**config.mk**
```make
export PLATFORM = sky130hd
export DESIGN_NAME = pixel_lookup
export DESIGN_NICKNAME = d
export VERILOG_FILES = /design/src/rtl/video_pkg.sv /design/src/rtl/pixel_lookup.sv
export SDC_FILE = /design/constraint.sdc
export NUM_CORES = 1
export LEC_CHECK = 0
export ABC_AREA = 1
export BUFFER_PORTS_ARGS = -buffer_cell sky130_fd_sc_hd__buf_2
export CORE_AREA = 2 2 64 72
export DETAILED_ROUTE_END_ITERATION = 6
export DIE_AREA = 0 0 66 74
export GPL_TIMING_DRIVEN = 0
export PLACE_DENSITY = 0.73
export REMOVE_ABC_BUFFERS = 1
export SYNTH_ARGS = -nofsm -noshare
export SYNTH_HDL_FRONTEND = slang
export SYNTH_SLANG_ARGS = --single-unit
```
**constraint.sdc**
```tcl
create_clock -name i_clock -period 1 [get_ports i_clock]
set_input_delay 0.15 -clock i_clock [delete_from_list [all_inputs] [get_ports i_clock]]
set_output_delay 0.15 -clock i_clock [all_outputs]
set_load 0.02 [all_outputs]
```
**src/rtl/video_pkg.sv**
```systemverilog
`default_nettype none

package video_pkg;

	// Source row geometry, 320 indexed pixels per row.
	localparam int PPITCH = 320;
	localparam int LINE_WORDS = PPITCH / 4;
	localparam int LINE_ADDR_W = $clog2(LINE_WORDS);

	// Two line banks, one shown while the other fills.
	localparam int BANK_COUNT = 2;

	localparam int PALETTE_DEPTH = 256;

	typedef logic [23:0] color_t;
	typedef logic [7:0] pixel_index_t;
	typedef logic [31:0] line_word_t;

	typedef struct packed {
		logic valid;
		pixel_index_t index;
		color_t color;
	} palette_wr_t;

	// One fetched word on its way into a line bank.
	typedef struct packed {
		logic valid;
		logic bank;
		logic [LINE_ADDR_W-1:0] word;
		line_word_t data;
	} line_wr_t;

endpackage

`default_nettype wire

```
**src/rtl/pixel_lookup.sv**
```systemverilog
`timescale 1ns/10ps
`default_nettype none

module pixel_lookup import video_pkg::*; (
	input wire logic i_clock,
	input wire logic i_rst_n,

	input wire logic [9:0] i_pos_x,
	input wire logic i_front_bank,

	input wire line_word_t i_bank_data [BANK_COUNT],
	output logic [LINE_ADDR_W-1:0] o_bank_addr,

	output pixel_index_t o_palette_addr,
	input wire color_t i_palette_color,

	output color_t o_video_rgb
);

	logic [1:0] byte_sel;
	logic bank_sel;
	line_word_t front_word;

	// Four pixels per word.
	assign o_bank_addr = i_pos_x[LINE_ADDR_W+1:2];

	// Aligned with the bank read data.
	always_ff @(posedge i_clock) begin
		if (!i_rst_n) begin
			byte_sel <= '0;
			bank_sel <= 1'b0;
		end else begin
			byte_sel <= i_pos_x[1:0];
			bank_sel <= i_front_bank;
		end
	end

	assign front_word = i_bank_data[bank_sel];

	// Byte 0 is the leftmost pixel.
	assign o_palette_addr = front_word[{byte_sel, 3'b000} +: 8];

	assign o_video_rgb = i_palette_color;

endmodule

`default_nettype wire

```
==> results.ini <==
[cells_and_area]
syn_to_final_growth_pct=20.8
drive_above_1_share=0.338
fill_cells=494
antenna_cells=0
num-nets-final=401
finalInstanceArea_um2=1510

[timing]
period_needed_ns=1.42
setup_viol=8
rsz0062_at_grt=true
slew_viol_final=0
hold_viol_final=0
max_slew_margin=0.800
timing.final.ws_setup_ns=-0.418
tns_ns=-3.13
fin_hold_ws_ns=0.112
max_freq_mhz=705
min_period_over_period=1.42
tightest_slew_ns=0.300

[floorplanning]
io_pins=140
coreArea_um2=4190
die_height_um=74
initial_core_util=0.298
row_count=25
fp.dieW_um=66
dieArea_um2=4880

[critical_path]
critPathMaxFanout=5
start_kind=register
cp_slowest_stage_delay_ns=0.37
cp_num_buf_inv=2
worstPathRequired_ns=0.85
arrival_ns=1.27
path_cells=buf_4, nand2_1, nand3_1, nand2_1, nand2_1, nand2_1, buf_2
cp_slowest_cell=dfxtp_4
critPathKind=reg2out
endpoint_kind=output port
cp_common_cell=nand2_1
crit_family=flip-flops

[cts]
clk_pin_slew_worst_paths_ns=0.03
hold_buffers=0
cts_sinks=3
cts_made_buffers=3
htree_num_levels=1
clockRootBuffer=clkbuf_8
tritoncts=built
cts_buffer_depth=2

[global_routing]
antenna_found_initial=0
grt.total_usage=0.177
grt_max_degree=33
overflow=0
grt_pass1_wl_mm=6.31
grt_pass1_vias=1283

[pwr]
pwr-share-comb=0.524
power_frac_seq=0.137
total_power_mw=1.06
p_leak_nw=1.12
clkPwrFrac=0.338
power.internal_mw=0.658
power.switching_mw=0.406
peakVddDrop_mv=0.564
switching_share=0.381
power_density_nw_per_um2=705

[place]
place_congestion=0.789
dp_slack_ns=-1.28
portBuffers=76
placed_area_um2=1360
hpwl_mm=3.46

[synthesis]
avgSynthCellArea_um2=4.92
ys_seq_elements=3
ys_seq_area_frac=0.0481
yosysUniqueCellTypes=11
syn_inst=254
netlist_area_um2=1250
yosysWarningCount=0

[run_status]
outcome=finished with violations
failed_checks=setup timing

[routing]
wl_per_cell_um=12.5
viasPerCell=4.21
vias=1487
wl_mm=4.43
ant_nets=0
firstDrtPassIters=4
drtIter0Drc=45
drc=0

[min_path]
hp-class=in2reg

[run]
drv_cap=0

[tightest hold or removal path, cell delays in order]
cell and delay, ns:
buf_2 0.07, nand2_1 0.04, inv_1 0.04
[metrics by stage]
stage               std cells   util
global placement          342  0.324
global route              353  0.360
CTS                       353  0.359
finish                    353  0.360
floorplan                 212      -
detailed placement        342  0.324
[registers in the layout, summed over array words and instances, names as in the netlist]
signal	cells
byte_sel	2
bank_sel	1
[path summary, 6_finish.rpt]
path                                 from             endpoint  slack [ns]  depth (start not counted)
worst max-delay path  bank_sel$_SDFF_PN0_    o_palette_addr[0]       -0.42                          7
worst min-delay path         i_front_bank  bank_sel$_SDFF_PN0_        0.11                          3
[cell families after synthesis]
| logic type | synth area share |
|---|---|
| flops | 0.0481 |
| buf+inv | 0.482 |
| simple gates | 0.470 |
[what timing repair did]
action / in CTS / in global routing
setup buffers: 7 / 0
resized for setup: 9 / 1
endpoints found under the setup margin: 8 / 8
[final cells by class]
type	count	area [um2]	share of cell area
inverter	70	275	0.182
multi-input combinational	139	587	0.389
sequential	3	68.8	0.0456
tap	54	67.6	0.0448
timing repair buffer	83	465	0.308
clock buffer	4	45.0	0.0299
[synth_stat cells (all sizes together)]
library cell  number  area (um2)
nand2            107         427
inv               70         265
buf               42         337
nand3             32         160
dfxtp              3        60.1
[placed cells by master, fill, tap and decap left out, drive strengths merged]
cell type,netlist,routed
nand2,107,107
buf,42,83
inv,70,70
nand3,32,32
clkbuf,0,4
dfxtp,3,3
[per-layer routing]
metal / track usage / wire, um
met1: 0.187 / 1670
met2: 0.278 / 1890
met3: 0.135 / 790
met4: 0.0340 / 23
met5: 0.0729 / 46
[power groups by stage]
| stage | Clock (mW) | Sequential, mW | Combinational (mW) |
|---|---|---|---|
| 2_1_floorplan | 0 | 0.154 | 0.293 |
| 3_3_place_gp | 0 | 0.169 | 0.494 |
| 4_1_cts | 0.365 | 0.147 | 0.564 |
| 3_5_place_dp | 0 | 0.169 | 0.499 |
| 6_report | 0.360 | 0.146 | 0.558 |
| 5_1_grt | 0.377 | 0.148 | 0.636 |
No activity file was read; power rests on OpenSTA's default activity.
