$ cat src/rtl/bus_pkg.sv
`default_nettype none

package bus_pkg;

	// ============================================================
	// Address map
	// ============================================================

	localparam logic [31:0] VRAM_LIMIT = 32'h0080_0000;
	localparam logic [31:0] PALETTE_LIMIT = 32'h0080_0400;

	typedef enum logic [1:0] {
		REGION_VRAM,
		REGION_PALETTE,
		REGION_CONTROL
	} region_t;

	// ============================================================
	// Request/ready bus
	// ============================================================

	// Rw high means write.
	typedef struct packed {
		logic request;
		logic rw;
		logic [31:0] address;
		logic [31:0] wdata;
	} bus_req_t;

	typedef struct packed {
		logic ready;
		logic [31:0] rdata;
	} bus_rsp_t;

endpackage

`default_nettype wire

$ cat src/rtl/video_pkg.sv
`default_nettype none

package video_pkg;

	// Source row geometry, 320 indexed pixels per row.
	localparam int PPITCH = 320;
	localparam int LINE_WORDS = PPITCH / 4;
	localparam int LINE_ADDR_W = $clog2(LINE_WORDS);

	// Two line banks, one shown while the other fills.
	localparam int BANK_COUNT = 2;

	localparam int PALETTE_DEPTH = 256;

	typedef logic [23:0] color_t;
	typedef logic [7:0] pixel_index_t;
	typedef logic [31:0] line_word_t;

	typedef struct packed {
		logic valid;
		pixel_index_t index;
		color_t color;
	} palette_wr_t;

	// One fetched word on its way into a line bank.
	typedef struct packed {
		logic valid;
		logic bank;
		logic [LINE_ADDR_W-1:0] word;
		line_word_t data;
	} line_wr_t;

endpackage

`default_nettype wire

$ cat src/rtl/cpu_bus_decoder.sv
`timescale 1ns/10ps
`default_nettype none

module cpu_bus_decoder import bus_pkg::*, video_pkg::*; (
	input wire logic i_clock,
	input wire logic i_rst_n,

	input wire bus_req_t i_cpu_req,
	output bus_rsp_t o_cpu_rsp,

	output bus_req_t o_vram_a_req,
	input wire bus_rsp_t i_vram_a_rsp,

	output palette_wr_t o_palette_wr,
	output logic [31:0] o_start_address
);

	region_t region;
	logic accept;

	logic cpu_ready;
	logic [31:0] cpu_rdata;

	logic vram_pending;
	logic vram_rw;
	logic [31:0] vram_address;
	logic [31:0] vram_wdata;

	logic palette_valid;
	pixel_index_t palette_index;
	color_t palette_color;

	always_comb begin
		if (i_cpu_req.address < VRAM_LIMIT) begin
			region = REGION_VRAM;
		end else if (i_cpu_req.address < PALETTE_LIMIT) begin
			region = REGION_PALETTE;
		end else begin
			region = REGION_CONTROL;
		end
	end

	// Held request is ignored while its ready is still out.
	assign accept = i_cpu_req.request && !cpu_ready && !vram_pending;

	// ============================================================
	// Control state
	// ============================================================

	always_ff @(posedge i_clock) begin
		if (!i_rst_n) begin
			cpu_ready <= 1'b0;
			vram_pending <= 1'b0;
			palette_valid <= 1'b0;
			o_start_address <= '0;
		end else begin
			cpu_ready <= 1'b0;
			palette_valid <= 1'b0;
			if (vram_pending) begin
				// Forward memory ready one cycle late.
				if (i_vram_a_rsp.ready) begin
					vram_pending <= 1'b0;
					cpu_ready <= 1'b1;
				end
			end else if (accept) begin
				case (region)
					REGION_VRAM: begin
						if (!i_vram_a_rsp.ready) begin
							vram_pending <= 1'b1;
						end
					end
					REGION_PALETTE: begin
						palette_valid <= i_cpu_req.rw;
						cpu_ready <= 1'b1;
					end
					default: begin
						if (i_cpu_req.rw) begin
							o_start_address <= i_cpu_req.wdata;
						end
						cpu_ready <= 1'b1;
					end
				endcase
			end
		end
	end

	// ============================================================
	// Payload
	// ============================================================

	always_ff @(posedge i_clock) begin
		if (accept) begin
			vram_rw <= i_cpu_req.rw;
			vram_address <= i_cpu_req.address;
			vram_wdata <= i_cpu_req.wdata;
			palette_index <= i_cpu_req.address[9:2];
			palette_color <= i_cpu_req.wdata[23:0];
		end
		// Palette is write only and reads back as zero.
		if (vram_pending && i_vram_a_rsp.ready) begin
			cpu_rdata <= i_vram_a_rsp.rdata;
		end else if (accept) begin
			cpu_rdata <= (region == REGION_CONTROL) ? o_start_address : '0;
		end
	end

	assign o_cpu_rsp = '{ready: cpu_ready, rdata: cpu_rdata};

	assign o_vram_a_req = '{
		request: vram_pending,
		rw: vram_rw,
		address: vram_address,
		wdata: vram_wdata
	};

	assign o_palette_wr = '{valid: palette_valid, index: palette_index, color: palette_color};

endmodule

`default_nettype wire

$ cat config.mk
export PLATFORM = sky130hd
export DESIGN_NAME = cpu_bus_decoder
export DESIGN_NICKNAME = d
export VERILOG_FILES = /design/src/rtl/bus_pkg.sv /design/src/rtl/video_pkg.sv /design/src/rtl/cpu_bus_decoder.sv
export SDC_FILE = /design/constraint.sdc
export NUM_CORES = 1
export LEC_CHECK = 0
export ABC_CLOCK_PERIOD_IN_PS = 11240
export BUFFER_PORTS_ARGS = -buffer_cell sky130_fd_sc_hd__buf_2
export CORE_UTILIZATION = 49
export CTS_CLUSTER_DIAMETER = 40
export DETAILED_ROUTE_END_ITERATION = 7
export GPL_ROUTABILITY_DRIVEN = 0
export PLACE_DENSITY = 0.84
export SLEW_MARGIN = 20
export SYNTH_ARGS = -nofsm -noshare
export SYNTH_HDL_FRONTEND = slang
export SYNTH_SLANG_ARGS = --single-unit
export TNS_END_PERCENT = 30
$ cat constraint.sdc
create_clock -name i_clock -period 11.24 [get_ports i_clock]
set_input_delay 0.562 -clock i_clock [delete_from_list [all_inputs] [get_ports i_clock]]
set_output_delay 0.562 -clock i_clock [all_outputs]
set_load 0.01 [all_outputs]
==> results.cfg <==
[status]
outcome = finished, final reports clean

[final_layout]
drive_gt1_share_pct = 46.99
fin_util_pct = 68.58
fin_nets = 735
diodes = 0
design_area_um2 = 6827
layout_common_cells = 263 x buf_2, 129 x nand2_1, 97 x edfxtp_1
finalNonFillerCells = 780
layout_commonest_cell = buf_2
syn_to_final_growth_pct = 33.63

[drt]
dr.pass1.iters = 4
wl_per_cell_um = 15.86
antenna_left = 0
drt-initial-drc-count = 215
drc = 0
routed-via-count = 3859
wirelength_mm = 12.37
drt-vias-per-instance = 4.947

[sta]
tns_ns = 0
grt_setup_unrepaired = no
worst_slew_pin_slew_ns = 0.8391
final_max_slew_viol_count = 0
min_period_ns = 2.448
clock_skew_ns = 0.009478
finalSetupViolations = 0
hold_violations = 0
slew_headroom_pct = 44.06
fin_crit_sh_pct = 21.78
max_freq_mhz = 408.4

[floorplan]
rows = 36
die_x_um = 104.1
io_pins = 265
die_h_um = 104.1
start_util_pct = 51.32
core-area_um2 = 9955
design.die.area_um2 = 10840

[synth]
netlist_area_um2 = 5109
ys_seq_elements = 132
synth_simple_gate_area_share_pct = 11.29
syn_area_per_cell_um2 = 12.65
yosysWarnings = 0
synthMuxAreaShare_pct = 6.270
synthXorXnorAreaFrac_pct = 0
synth_nets = 505
seq_area_frac_synth_pct = 70.73
synth_flop_cell = edfxtp_1
synth_top_family_by_area = simple AND/OR/NAND/NOR gates
yosysUniqueCellTypes = 24
synth-adder-area-share_pct = 0
netlist_instances = 404
synth_edf_count = 97
synth_compound_area_share_pct = 4.066
async_flop_share_pct = 0

[clock_network]
post_cts_buffers = 0
cts_resized = 0
root_buffer = clkbuf_8
clockBufferDepth = 2
tritoncts = built
cts.clk_slew.worst_paths_ns = 0.06
postCtsHoldBufs = 0
clock_latency_ns = 0.51
htree_num_levels = 4
cts_buffers = 17
numClockSinks = 132

[power]
power.density_nw_per_um2 = 174.0
power_leakage_nw = 2.995
ir_drop_mv = 0.08006
p_total_mw = 1.188

[setup_path]
arrival_ns = 2.58
path_cells = nor3b_2 -> buf_4 -> or2_2
critPathKind = flip-flop to flip-flop
crit_path_end_kind = flip-flop
path_buf_inv = 1
start_kind = flip-flop
critPathTopFamily = simple AND/OR/NAND/NOR gates
worstPathRequired_ns = 11.37
cp_max_fo = 67
slowest_delay_ns = 0.75
crit_slowest_cell = or2_2

[global_routing]
grt_overflow_total = 0
antenna_found_initial = 0
grt_pass1_vias = 3847
grt_max_degree = 68
grt_pass1_wl_mm = 19.35
grt_use_total_pct = 23.41

[placement]
placedCellCount = 748
hpwl_mm = 8.584
place_area_um2 = 6259
portBuffers = 264

[worst_hold_path]
min_path_type = input pin to flip-flop

[run]
drv_cap = 0
## area by class of cell
cell class,instances,area [um2]
tap,133,166.4
clock inverter,13,133.9
inverter,2,7.507
multi-input combinational,213,1120
sequential,132,3613
timing repair buffer,268,1354
clock buffer,19,431.7
fill,712,3128
## layer usage
layer | track usage (%) | vias to the layer above | part of all wire [%]
li1 | - | 1818 | -
met1 | 25.55 | 1792 | 37
met2 | 41.14 | 217 | 52
met3 | 6.516 | 32 | 7.2
met4 | 12.76 | 0 | 2.9
met5 | 0 | - | 0
## cell families (layout without fill, tap and decap cells)
group | after synthesis | after routing
DFF | 132 | 132
muxes | 32 | 32
buffers and inverters | 59 | 302
and+or+nand+nor | 143 | 143
AOI/OAI and AO/OA | 38 | 38
## Yosys cell counts, types with 3 or more instances
cell type  instances  share of area (%)
nand2_1          129                9.5
nor4_1             3               0.37
buf_6              4               0.88
clkbuf_1          14                1.0
mux2i_1           32                6.3
buf_2              3               0.29
buf_4             36                5.3
edfxtp_1          97                 57
o21ai_0           12                1.2
dfxtp_1           35                 14
o21ai_1           21                2.1
nor3_1             3               0.29
## where the power goes
group          total, mW  internal [mW]  switching [mW]
logic              0.104         0.0434          0.0611
clock network      0.517          0.320           0.197
registers          0.566          0.555          0.0114
total               1.19          0.919           0.269
## path summary, 6_finish.rpt
path,startpoint,to,slack (ns),cells after the start
setup reg to reg,vram_pending,cpu_rdata[30],8.79,3
hold / removal,i_cpu_req[32],vram_address[0],0.23,1
hold reg to reg,o_start_address[26],o_start_address[26],0.48,2
setup / recovery,vram_pending,cpu_rdata[30],8.79,3
## state kept, by name (all words and copies together), names as in the netlist
| name | cells |
|---|---|
| vram_address | 32 |
| vram_rw | 1 |
| cpu_ready | 1 |
| o_start_address | 32 |
| cpu_rdata | 32 |
| vram_wdata | 32 |
| palette_valid | 1 |
| vram_pending | 1 |
## per-stage QoR
stage / worst slack, ns / hold slack (ns)
2_1_floorplan: 4.370 / 0.4913
3_3_place_gp: 8.541 / 0.4554
3_5_place_dp: 8.442 / 0.4686
4_1_cts: 8.719 / 0.2022
5_1_grt: 8.596 / 0.2043
6_report: 8.792 / 0.2315
(Power assumes the default switching activity.)
