## src/rtl/bus_pkg.sv

```systemverilog
`default_nettype none

package bus_pkg;

	// ============================================================
	// Address map
	// ============================================================

	localparam logic [31:0] VRAM_LIMIT = 32'h0080_0000;
	localparam logic [31:0] PALETTE_LIMIT = 32'h0080_0400;

	typedef enum logic [1:0] {
		REGION_VRAM,
		REGION_PALETTE,
		REGION_CONTROL
	} region_t;

	// ============================================================
	// Request/ready bus
	// ============================================================

	// Rw high means write.
	typedef struct packed {
		logic request;
		logic rw;
		logic [31:0] address;
		logic [31:0] wdata;
	} bus_req_t;

	typedef struct packed {
		logic ready;
		logic [31:0] rdata;
	} bus_rsp_t;

endpackage

`default_nettype wire

```

## src/rtl/video_pkg.sv

```systemverilog
`default_nettype none

package video_pkg;

	// Source row geometry, 320 indexed pixels per row.
	localparam int PPITCH = 320;
	localparam int LINE_WORDS = PPITCH / 4;
	localparam int LINE_ADDR_W = $clog2(LINE_WORDS);

	// Two line banks, one shown while the other fills.
	localparam int BANK_COUNT = 2;

	localparam int PALETTE_DEPTH = 256;

	typedef logic [23:0] color_t;
	typedef logic [7:0] pixel_index_t;
	typedef logic [31:0] line_word_t;

	typedef struct packed {
		logic valid;
		pixel_index_t index;
		color_t color;
	} palette_wr_t;

	// One fetched word on its way into a line bank.
	typedef struct packed {
		logic valid;
		logic bank;
		logic [LINE_ADDR_W-1:0] word;
		line_word_t data;
	} line_wr_t;

endpackage

`default_nettype wire

```

## src/rtl/line_fetcher.sv

```systemverilog
`timescale 1ns/10ps
`default_nettype none

module line_fetcher import bus_pkg::*, video_pkg::*; (
	input wire logic i_clock,
	input wire logic i_rst_n,

	input wire logic i_hblank,
	input wire logic i_vblank,
	input wire logic [31:0] i_start_address,

	output bus_req_t o_vram_b_req,
	input wire bus_rsp_t i_vram_b_rsp,

	output line_wr_t o_line_wr,
	output logic o_front_bank
);

	typedef enum logic [1:0] {
		WAIT_BLANK,
		WAIT_MEMORY,
		WAIT_DELAY
	} fetch_state_t;

	fetch_state_t state;

	logic [2:0] hblank_sync;
	logic [2:0] vblank_sync;
	logic hblank_fall;
	logic vblank_fall;
	logic visible;
	logic hblank_event;
	logic vblank_event;

	logic skip;
	logic vram_req;
	logic [31:0] vram_address;
	logic [31:0] row_address;
	logic [LINE_ADDR_W-1:0] word_index;
	logic word_accept;
	logic fetch_done;

	// ============================================================
	// Blank synchronizers and edge detect
	// ============================================================

	always_ff @(posedge i_clock) begin
		if (!i_rst_n) begin
			hblank_sync <= '0;
			vblank_sync <= '0;
		end else begin
			hblank_sync <= {hblank_sync[1:0], i_hblank};
			vblank_sync <= {vblank_sync[1:0], i_vblank};
		end
	end

	assign hblank_fall = hblank_sync[2] && !hblank_sync[1];
	assign vblank_fall = vblank_sync[2] && !vblank_sync[1];
	assign visible = vblank_sync[1];

	assign word_accept = (state == WAIT_MEMORY) && i_vram_b_rsp.ready;
	assign fetch_done = word_accept && (word_index == LINE_ADDR_W'(LINE_WORDS - 1));

	// ============================================================
	// Fetch FSM
	// ============================================================

	always_ff @(posedge i_clock) begin
		if (!i_rst_n) begin
			state <= WAIT_BLANK;
			vram_req <= 1'b0;
			hblank_event <= 1'b0;
			vblank_event <= 1'b0;
			skip <= 1'b0;
			o_front_bank <= 1'b0;
		end else begin
			case (state)
				WAIT_BLANK: begin
					// Previous ready must be gone first.
					if (!i_vram_b_rsp.ready) begin
						if (vblank_event) begin
							vram_address <= i_start_address;
							row_address <= i_start_address;
							word_index <= '0;
							vram_req <= 1'b1;
							state <= WAIT_MEMORY;
							vblank_event <= 1'b0;
							hblank_event <= 1'b0;
							skip <= 1'b1;
						end else if (hblank_event) begin
							hblank_event <= 1'b0;
							if (visible) begin
								// Each source row is shown twice.
								if (skip) begin
									vram_address <= row_address + PPITCH;
									row_address <= row_address + PPITCH;
									word_index <= '0;
									vram_req <= 1'b1;
									state <= WAIT_MEMORY;
								end
								skip <= !skip;
							end
						end
					end
				end
				WAIT_MEMORY: begin
					if (i_vram_b_rsp.ready) begin
						vram_req <= 1'b0;
						word_index <= word_index + 1'b1;
						state <= fetch_done ? WAIT_BLANK : WAIT_DELAY;
					end
				end
				WAIT_DELAY: begin
					if (!i_vram_b_rsp.ready) begin
						vram_address <= vram_address + 32'd4;
						vram_req <= 1'b1;
						state <= WAIT_MEMORY;
					end
				end
				default: begin
					state <= WAIT_BLANK;
				end
			endcase

			if (fetch_done) begin
				o_front_bank <= !o_front_bank;
			end
			// A new edge wins over a consume in the same cycle.
			if (hblank_fall) begin
				hblank_event <= 1'b1;
			end
			if (vblank_fall) begin
				vblank_event <= 1'b1;
			end
		end
	end

	assign o_vram_b_req = '{
		request: vram_req,
		rw: 1'b0,
		address: vram_address,
		wdata: '0
	};

	// Returned words go straight to the back bank.
	assign o_line_wr = '{
		valid: word_accept,
		bank: !o_front_bank,
		word: word_index,
		data: i_vram_b_rsp.rdata
	};

endmodule

`default_nettype wire

```

## config.mk

```make
export PLATFORM = sky130hd
export DESIGN_NAME = line_fetcher
export DESIGN_NICKNAME = d
export VERILOG_FILES = /design/src/rtl/bus_pkg.sv /design/src/rtl/video_pkg.sv /design/src/rtl/line_fetcher.sv
export SDC_FILE = /design/constraint.sdc
export NUM_CORES = 1
export LEC_CHECK = 0
export BUFFER_PORTS_ARGS = -buffer_cell sky130_fd_sc_hd__buf_2
export CORE_ASPECT_RATIO = 0.75
export CORE_MARGIN = 1.5
export CORE_UTILIZATION = 46
export CTS_BUF_LIST = sky130_fd_sc_hd__clkbuf_16
export DETAILED_ROUTE_END_ITERATION = 6
export HOLD_SLACK_MARGIN = 0.06
export PLACE_DENSITY_LB_ADDON = 0.2
export SLEW_MARGIN = 10
export SYNTH_ARGS = -nofsm -noshare
export SYNTH_HDL_FRONTEND = slang
export SYNTH_SLANG_ARGS = --single-unit
```

## constraint.sdc

```tcl
create_clock -name i_clock -period 2.9 [get_ports i_clock]
set_clock_uncertainty 0.15 [all_clocks]
set_input_delay 0.58 -clock i_clock [delete_from_list [all_inputs] [get_ports i_clock]]
set_output_delay 0.58 -clock i_clock [all_outputs]
set_load 0.005 [all_outputs]
```

==> results.cfg, run 1 <==
[worst_setup_path]
crit_type = register to register
crit_arrival_ns = 2.60
critPathRequiredTime_ns = 2.95
path_max_fanout = 10
worstSetupStartpointType = register
endpoint_kind = register

[die]
fp.dieW_microns = 124
coreArea_sq_um = 10800
start_util = 0.469
dieArea_sq_um = 11700
io_pins = 177
die_y_microns = 94.0
rows = 33

[timing]
rsz0062_at_grt = no
tightest_slew_ns = 0.698
timing_hold_violations_final = 0
timing.slew.headroom = 0.530
fin_crit_sh = 0.877
setup_viol = 0
setup-tns-final_ns = 0
max_clock_freq_ghz = 0.393
slew_violations = 0
layout_setup_ws_ns = 0.355
post-route-min-period_ns = 2.54

[pwr]
p_per_area_nw_per_um2 = 474
ir_worst_vdd_mv = 0.293
p_leak_nw = 2.07

[yosys]
synthTopCellsByArea = edfxtp_1 (42%), buf_4 (9.9%), dfxtp_1 (5.1%), mux2_2 (4.4%), xor2_1 (4.0%)
avgSynthCellArea_sq_um = 10.1
netlist_area_sq_um = 5080
ys_ff_latch = 84
ys_top_cells_by_count = edfxtp_1 (71), buf_4 (67), nor2_1 (42), nand2_1 (38), o21ai_0 (24)
yosysWarnings = 0
async_flop_share = 0
synth.distinct_cells = 49
synth.most_common_cell = edfxtp_1
ys_seq_area_frac = 0.471
synth_top_area_frac = 0.420
synth_edf_count = 71
synthCells = 504
synth_top_cell_by_area = edfxtp_1
synth-main-ff-cell = edfxtp_1

[grt]
grt_overflow = 0
antenna_found_initial = 0
track_usage = 0.198
grt_pass1_wl_microns = 18100
grt_max_degree = 41
grt_pass1_vias = 3318

[routing]
wire_per_inst_microns = 16.7
antenna_left = 0
firstDrtPassIters = 7
viasPerCell = 5.38
drc_errors = 0
vias = 3723
wirelength_microns = 11500
drtIter0Drc = 339

[flow_run]
cap_violations = 0

[layout]
fillers = 1020
layout-drive-gt1-share = 0.234
antenna_cells = 0
fin_nets = 619
area_growth_pct = 9.59

[hold_path]
timing.hold.worst.class = register to register

[placed_design]
place_hpwl_microns = 8390
port_buffers = 79
place_ws_ns = 0.503
gp_congestion = 0.863

[clock_network]
postCtsSetupRepairBufs = 0
cts_num_sinks = 84
path_clk_slew_ns = 0.06
clockRootBuffer = clkbuf_16
cts-hold-fix-buffers = 0
cts_buffers = 9
clockBufferDepth = 2
htreeDepth = 3
cts_tree = built
post_cts_resized = 0
clock_latency_ns = 0.34

[outcome]
run_status = finished, final reports clean
[area by class of cell]
type                            count  area, sq um  share of cell area
Inverter                            9         33.8             0.00607
Sequential cell                    84         2390               0.430
Timing Repair Buffer               85          453              0.0814
Clock inverter                      7         91.3              0.0164
Multi-Input combinational cell    358         2190               0.394
Tap cell                          140          175              0.0315
Clock buffer                        9          225              0.0405
[critical path, cell delays in order (launching register included)]
cell and delay [ns]:
edfxtp_1 0.38, ha_1 0.23, o21ai_2 0.13, nand2b_1 0.33, or4_1 0.45, a31oi_1 0.49, mux2_2 0.26
[per-stage QoR]
stage | instances | total power [mW] | utilization | cell area (sq um) | hold WS (ns)
finish | 692 | 2.64 | 0.514 | 5560 | 0.281
global route | 692 | 2.72 | 0.514 | 5560 | 0.303
detailed placement | 676 | 1.44 | 0.485 | 5250 | 0.269
floorplan | 536 | 1.46 | - | 5200 | 0.262
global placement | 676 | 1.44 | 0.485 | 5250 | 0.263
CTS | 692 | 2.65 | 0.514 | 5560 | 0.283
[metal layers]
layer | GRT usage | part of all wire
met5 | 0 | 0
met2 | 0.266 | 0.40
met1 | 0.315 | 0.52
met4 | 0.0546 | 0.016
met3 | 0.0416 | 0.068
[state kept, by name, indices dropped and copies added (netlist names)]
register and cells:
word_index 7, skip 1, vram_address 32, row_address 32, hblank_event 1, vram_req 1
hblank_sync 3, vblank_event 1, vblank_sync 3, o_front_bank 1, state 2
[where the power goes]
group | switching [mW] | internal [mW] | leakage [nW]
Sequential | 0.00767 | 1.31 | 0.752
Combinational | 0.0576 | 0.0397 | 1.16
Clock | 0.473 | 0.751 | 0.155
[path summary, 6_finish.rpt]
check	start	endpoint	slack (ns)	depth (start not counted)
worst max-delay path	row_address[6]$_DFFE_PP_	vram_address[22]$_DFFE_PP_	0.36	6
worst min-delay path	hblank_sync[0]$_SDFF_PN0_	hblank_sync[1]$_SDFF_PN0_	0.28	1
worst max register to register	row_address[6]$_DFFE_PP_	vram_address[22]$_DFFE_PP_	0.36	6
worst min register to register	hblank_sync[0]$_SDFF_PN0_	hblank_sync[1]$_SDFF_PN0_	0.28	1
[layout by cell type, fill, tap and decap left out, types with 9 or more instances in the layout]
cell type	synthesis	routed
and2_1	10	10
o21ai_0	24	24
nor2_1	42	40
inv_1	9	11
mux2_2	20	20
buf_2	4	79
edfxtp_1	71	71
conb_1	1	33
a21oi_1	15	15
nor4_1	10	10
dfxtp_1	13	13
xnor2_1	18	18
xor2_1	23	23
nand2_1	38	38
clkbuf_16	0	9
a31oi_1	11	11
nand4_1	17	17
nand3_1	23	23
[logic make-up (layout without fill, tap and decap cells)]
kind of cell,Yosys count,count (layout),synth area share
flops,84,84,0.471
simple gates,183,183,0.187
fa+ha+maj,3,3,0.00739
mux,23,23,0.0508
other cells,1,33,0.000739
compound gates,75,75,0.0912
buf+inv,94,110,0.121
xor+xnor,41,41,0.0707
(Power assumes the default switching activity.)
==> run 2: changes to the inputs <==
--- a/config.mk
+++ b/config.mk
@@ -8,8 +8,8 @@
 export BUFFER_PORTS_ARGS = -buffer_cell sky130_fd_sc_hd__buf_2
 export CORE_ASPECT_RATIO = 0.75
 export CORE_MARGIN = 1.5
-export CORE_UTILIZATION = 46
-export CTS_BUF_LIST = sky130_fd_sc_hd__clkbuf_16
+export CORE_UTILIZATION = 47
+export CTS_BUF_LIST = sky130_fd_sc_hd__clkbuf_8
 export DETAILED_ROUTE_END_ITERATION = 6
 export HOLD_SLACK_MARGIN = 0.06
 export PLACE_DENSITY_LB_ADDON = 0.2
==> results.cfg, run 2 (synthesis results as in run 1) <==
[clock_network]
cts_buffers = 9
postCtsSetupRepairBufs = 0
path_clk_slew_ns = 0.09
cts_num_sinks = 84
htreeDepth = 3
clockBufferDepth = 2
cts-hold-fix-buffers = 0
clock_latency_ns = 0.36
cts_tree = built
clockRootBuffer = clkbuf_8
post_cts_resized = 0

[routing]
wire_per_inst_microns = 17.0
vias = 3794
firstDrtPassIters = 5
antenna_left = 0
viasPerCell = 5.52
wirelength_microns = 11600
drc_errors = 0
drtIter0Drc = 311

[worst_setup_path]
slowest_delay_ns = 0.60
crit_arrival_ns = 2.58
reg2regPathDepth = 5
rr_startpoint = row_address[10]$_DFFE_PP_
crit_type = register to register
crit_slowest_cell = or4_1
r2r_slack_ns = 0.41
worstSetupStartpointType = register
cp-startpoint = row_address[10]$_DFFE_PP_
cp-endpoint = vram_address[31]$_DFFE_PP_
regToRegEndpoint = vram_address[31]$_DFFE_PP_
cp_num_cells = 5
crit_buf_inv = 0
endpoint_kind = register
path_max_fanout = 14
cp_top_family = simple AND/OR/NAND/NOR gates
crit_chain = and4_4 > nand3_1 > or4_1 > a31oi_1 > mux2_2
critPathRequiredTime_ns = 2.99

[grt]
antenna_found_initial = 1
track_usage = 0.207
grt_pass1_vias = 3405
grt_pass1_wl_microns = 18000
grt_overflow = 0
grt_max_degree = 37

[layout]
final_common_cell = buf_2
area_growth_pct = 7.15
layout-drive-gt1-share = 0.232
design_area_sq_um = 5440
antenna_cells = 0
final_util = 0.523
fillers = 967
biggestRegsByFlops = row_address: 32 flops, vram_address: 32 flops, word_index: 7 flops
most-common-layout-cells = buf_2 (79), edfxtp_1 (71), nor2_1 (40)
fin_nets = 618

[placed_design]
gp_congestion = 0.873
port_buffers = 79
place_hpwl_microns = 8460
place_ws_ns = 0.423
placed_area_sq_um = 5220

[timing]
max_clock_freq_ghz = 0.402
slew_violations = 0
timing.slew.headroom = 0.523
setup_viol = 0
setup-tns-final_ns = 0
fin_crit_sh = 0.859
hold_ws_ns = 0.287
rsz0062_at_grt = no
post-route-min-period_ns = 2.49
timing_hold_violations_final = 0
layout_setup_ws_ns = 0.410
tightest_slew_ns = 0.715

[pwr]
p_per_area_nw_per_um2 = 430
switchingPower_mw = 0.492
p_leak_nw = 2.02
p_int_mw = 1.85
ir_worst_vdd_mv = 0.241
p_sw_frac = 0.210
power.share.sequential = 0.562
clockPowerShare = 0.397
p_comb_frac = 0.041

[die]
die_y_microns = 93.0
rows = 32
io_pins = 177
start_util = 0.488
dieArea_sq_um = 11400
coreArea_sq_um = 10400
fp.dieW_microns = 123

[outcome]
run_status = finished, final reports clean

[flow_run]
cap_violations = 0

[hold_path]
timing.hold.worst.class = input port to register
run 2: worst min-delay path by stage:
stage,from,endpoint,slack [ns],cells after the start
floorplan,hblank_sync[0]$_SDFF_PN0_,hblank_sync[1]$_SDFF_PN0_,0.26,1
global placement,hblank_sync[0]$_SDFF_PN0_,hblank_sync[1]$_SDFF_PN0_,0.26,1
detailed placement,vblank_sync[0]$_SDFF_PN0_,vblank_sync[1]$_SDFF_PN0_,0.27,1
CTS,i_vblank,vblank_sync[0]$_SDFF_PN0_,0.27,2
global route,i_vblank,vblank_sync[0]$_SDFF_PN0_,0.30,2
finish,i_vblank,vblank_sync[0]$_SDFF_PN0_,0.29,2
run 2: layout make-up:
class / instances / area, sq um / share of cell area
clock inverters: 6 / 80.1 / 0.0147
repair buffers: 84 / 433 / 0.0796
multi-input cells: 358 / 2190 / 0.403
clock buffers: 10 / 138 / 0.0253
inverters: 9 / 33.8 / 0.00621
well taps: 136 / 170 / 0.0313
flip-flops and latches: 84 / 2390 / 0.440
run 2: worst register-to-register path, stage by stage (launching register included):
cell,delay (ns)
edfxtp_1,0.45
and4_4,0.28
nand3_1,0.35
or4_1,0.60
a31oi_1,0.33
mux2_2,0.22
run 2: per-layer routing:
metal	share of wire	up-vias	track usage
met4	0.019	0	0.0680
met2	0.41	154	0.288
li1	-	1818	-
met1	0.50	1786	0.316
met3	0.068	36	0.0463
met5	0	-	0
run 2: stage by stage:
stage                     std cells  power (mW)
final                           687        2.34
after global placement          671        1.44
after floorplan                 536        1.46
after detailed placement        671        1.44
after global routing            687        2.42
after CTS                       687        2.36
run 2: power by group through the flow:
stage          combinational [mW]  clock [mW]  sequential, mW
6_report                   0.0959       0.929            1.31
5_1_grt                     0.109       0.990            1.32
4_1_cts                    0.0955       0.945            1.31
3_5_place_dp               0.0950           0            1.34
3_3_place_gp               0.0932           0            1.34
2_1_floorplan               0.119           0            1.34
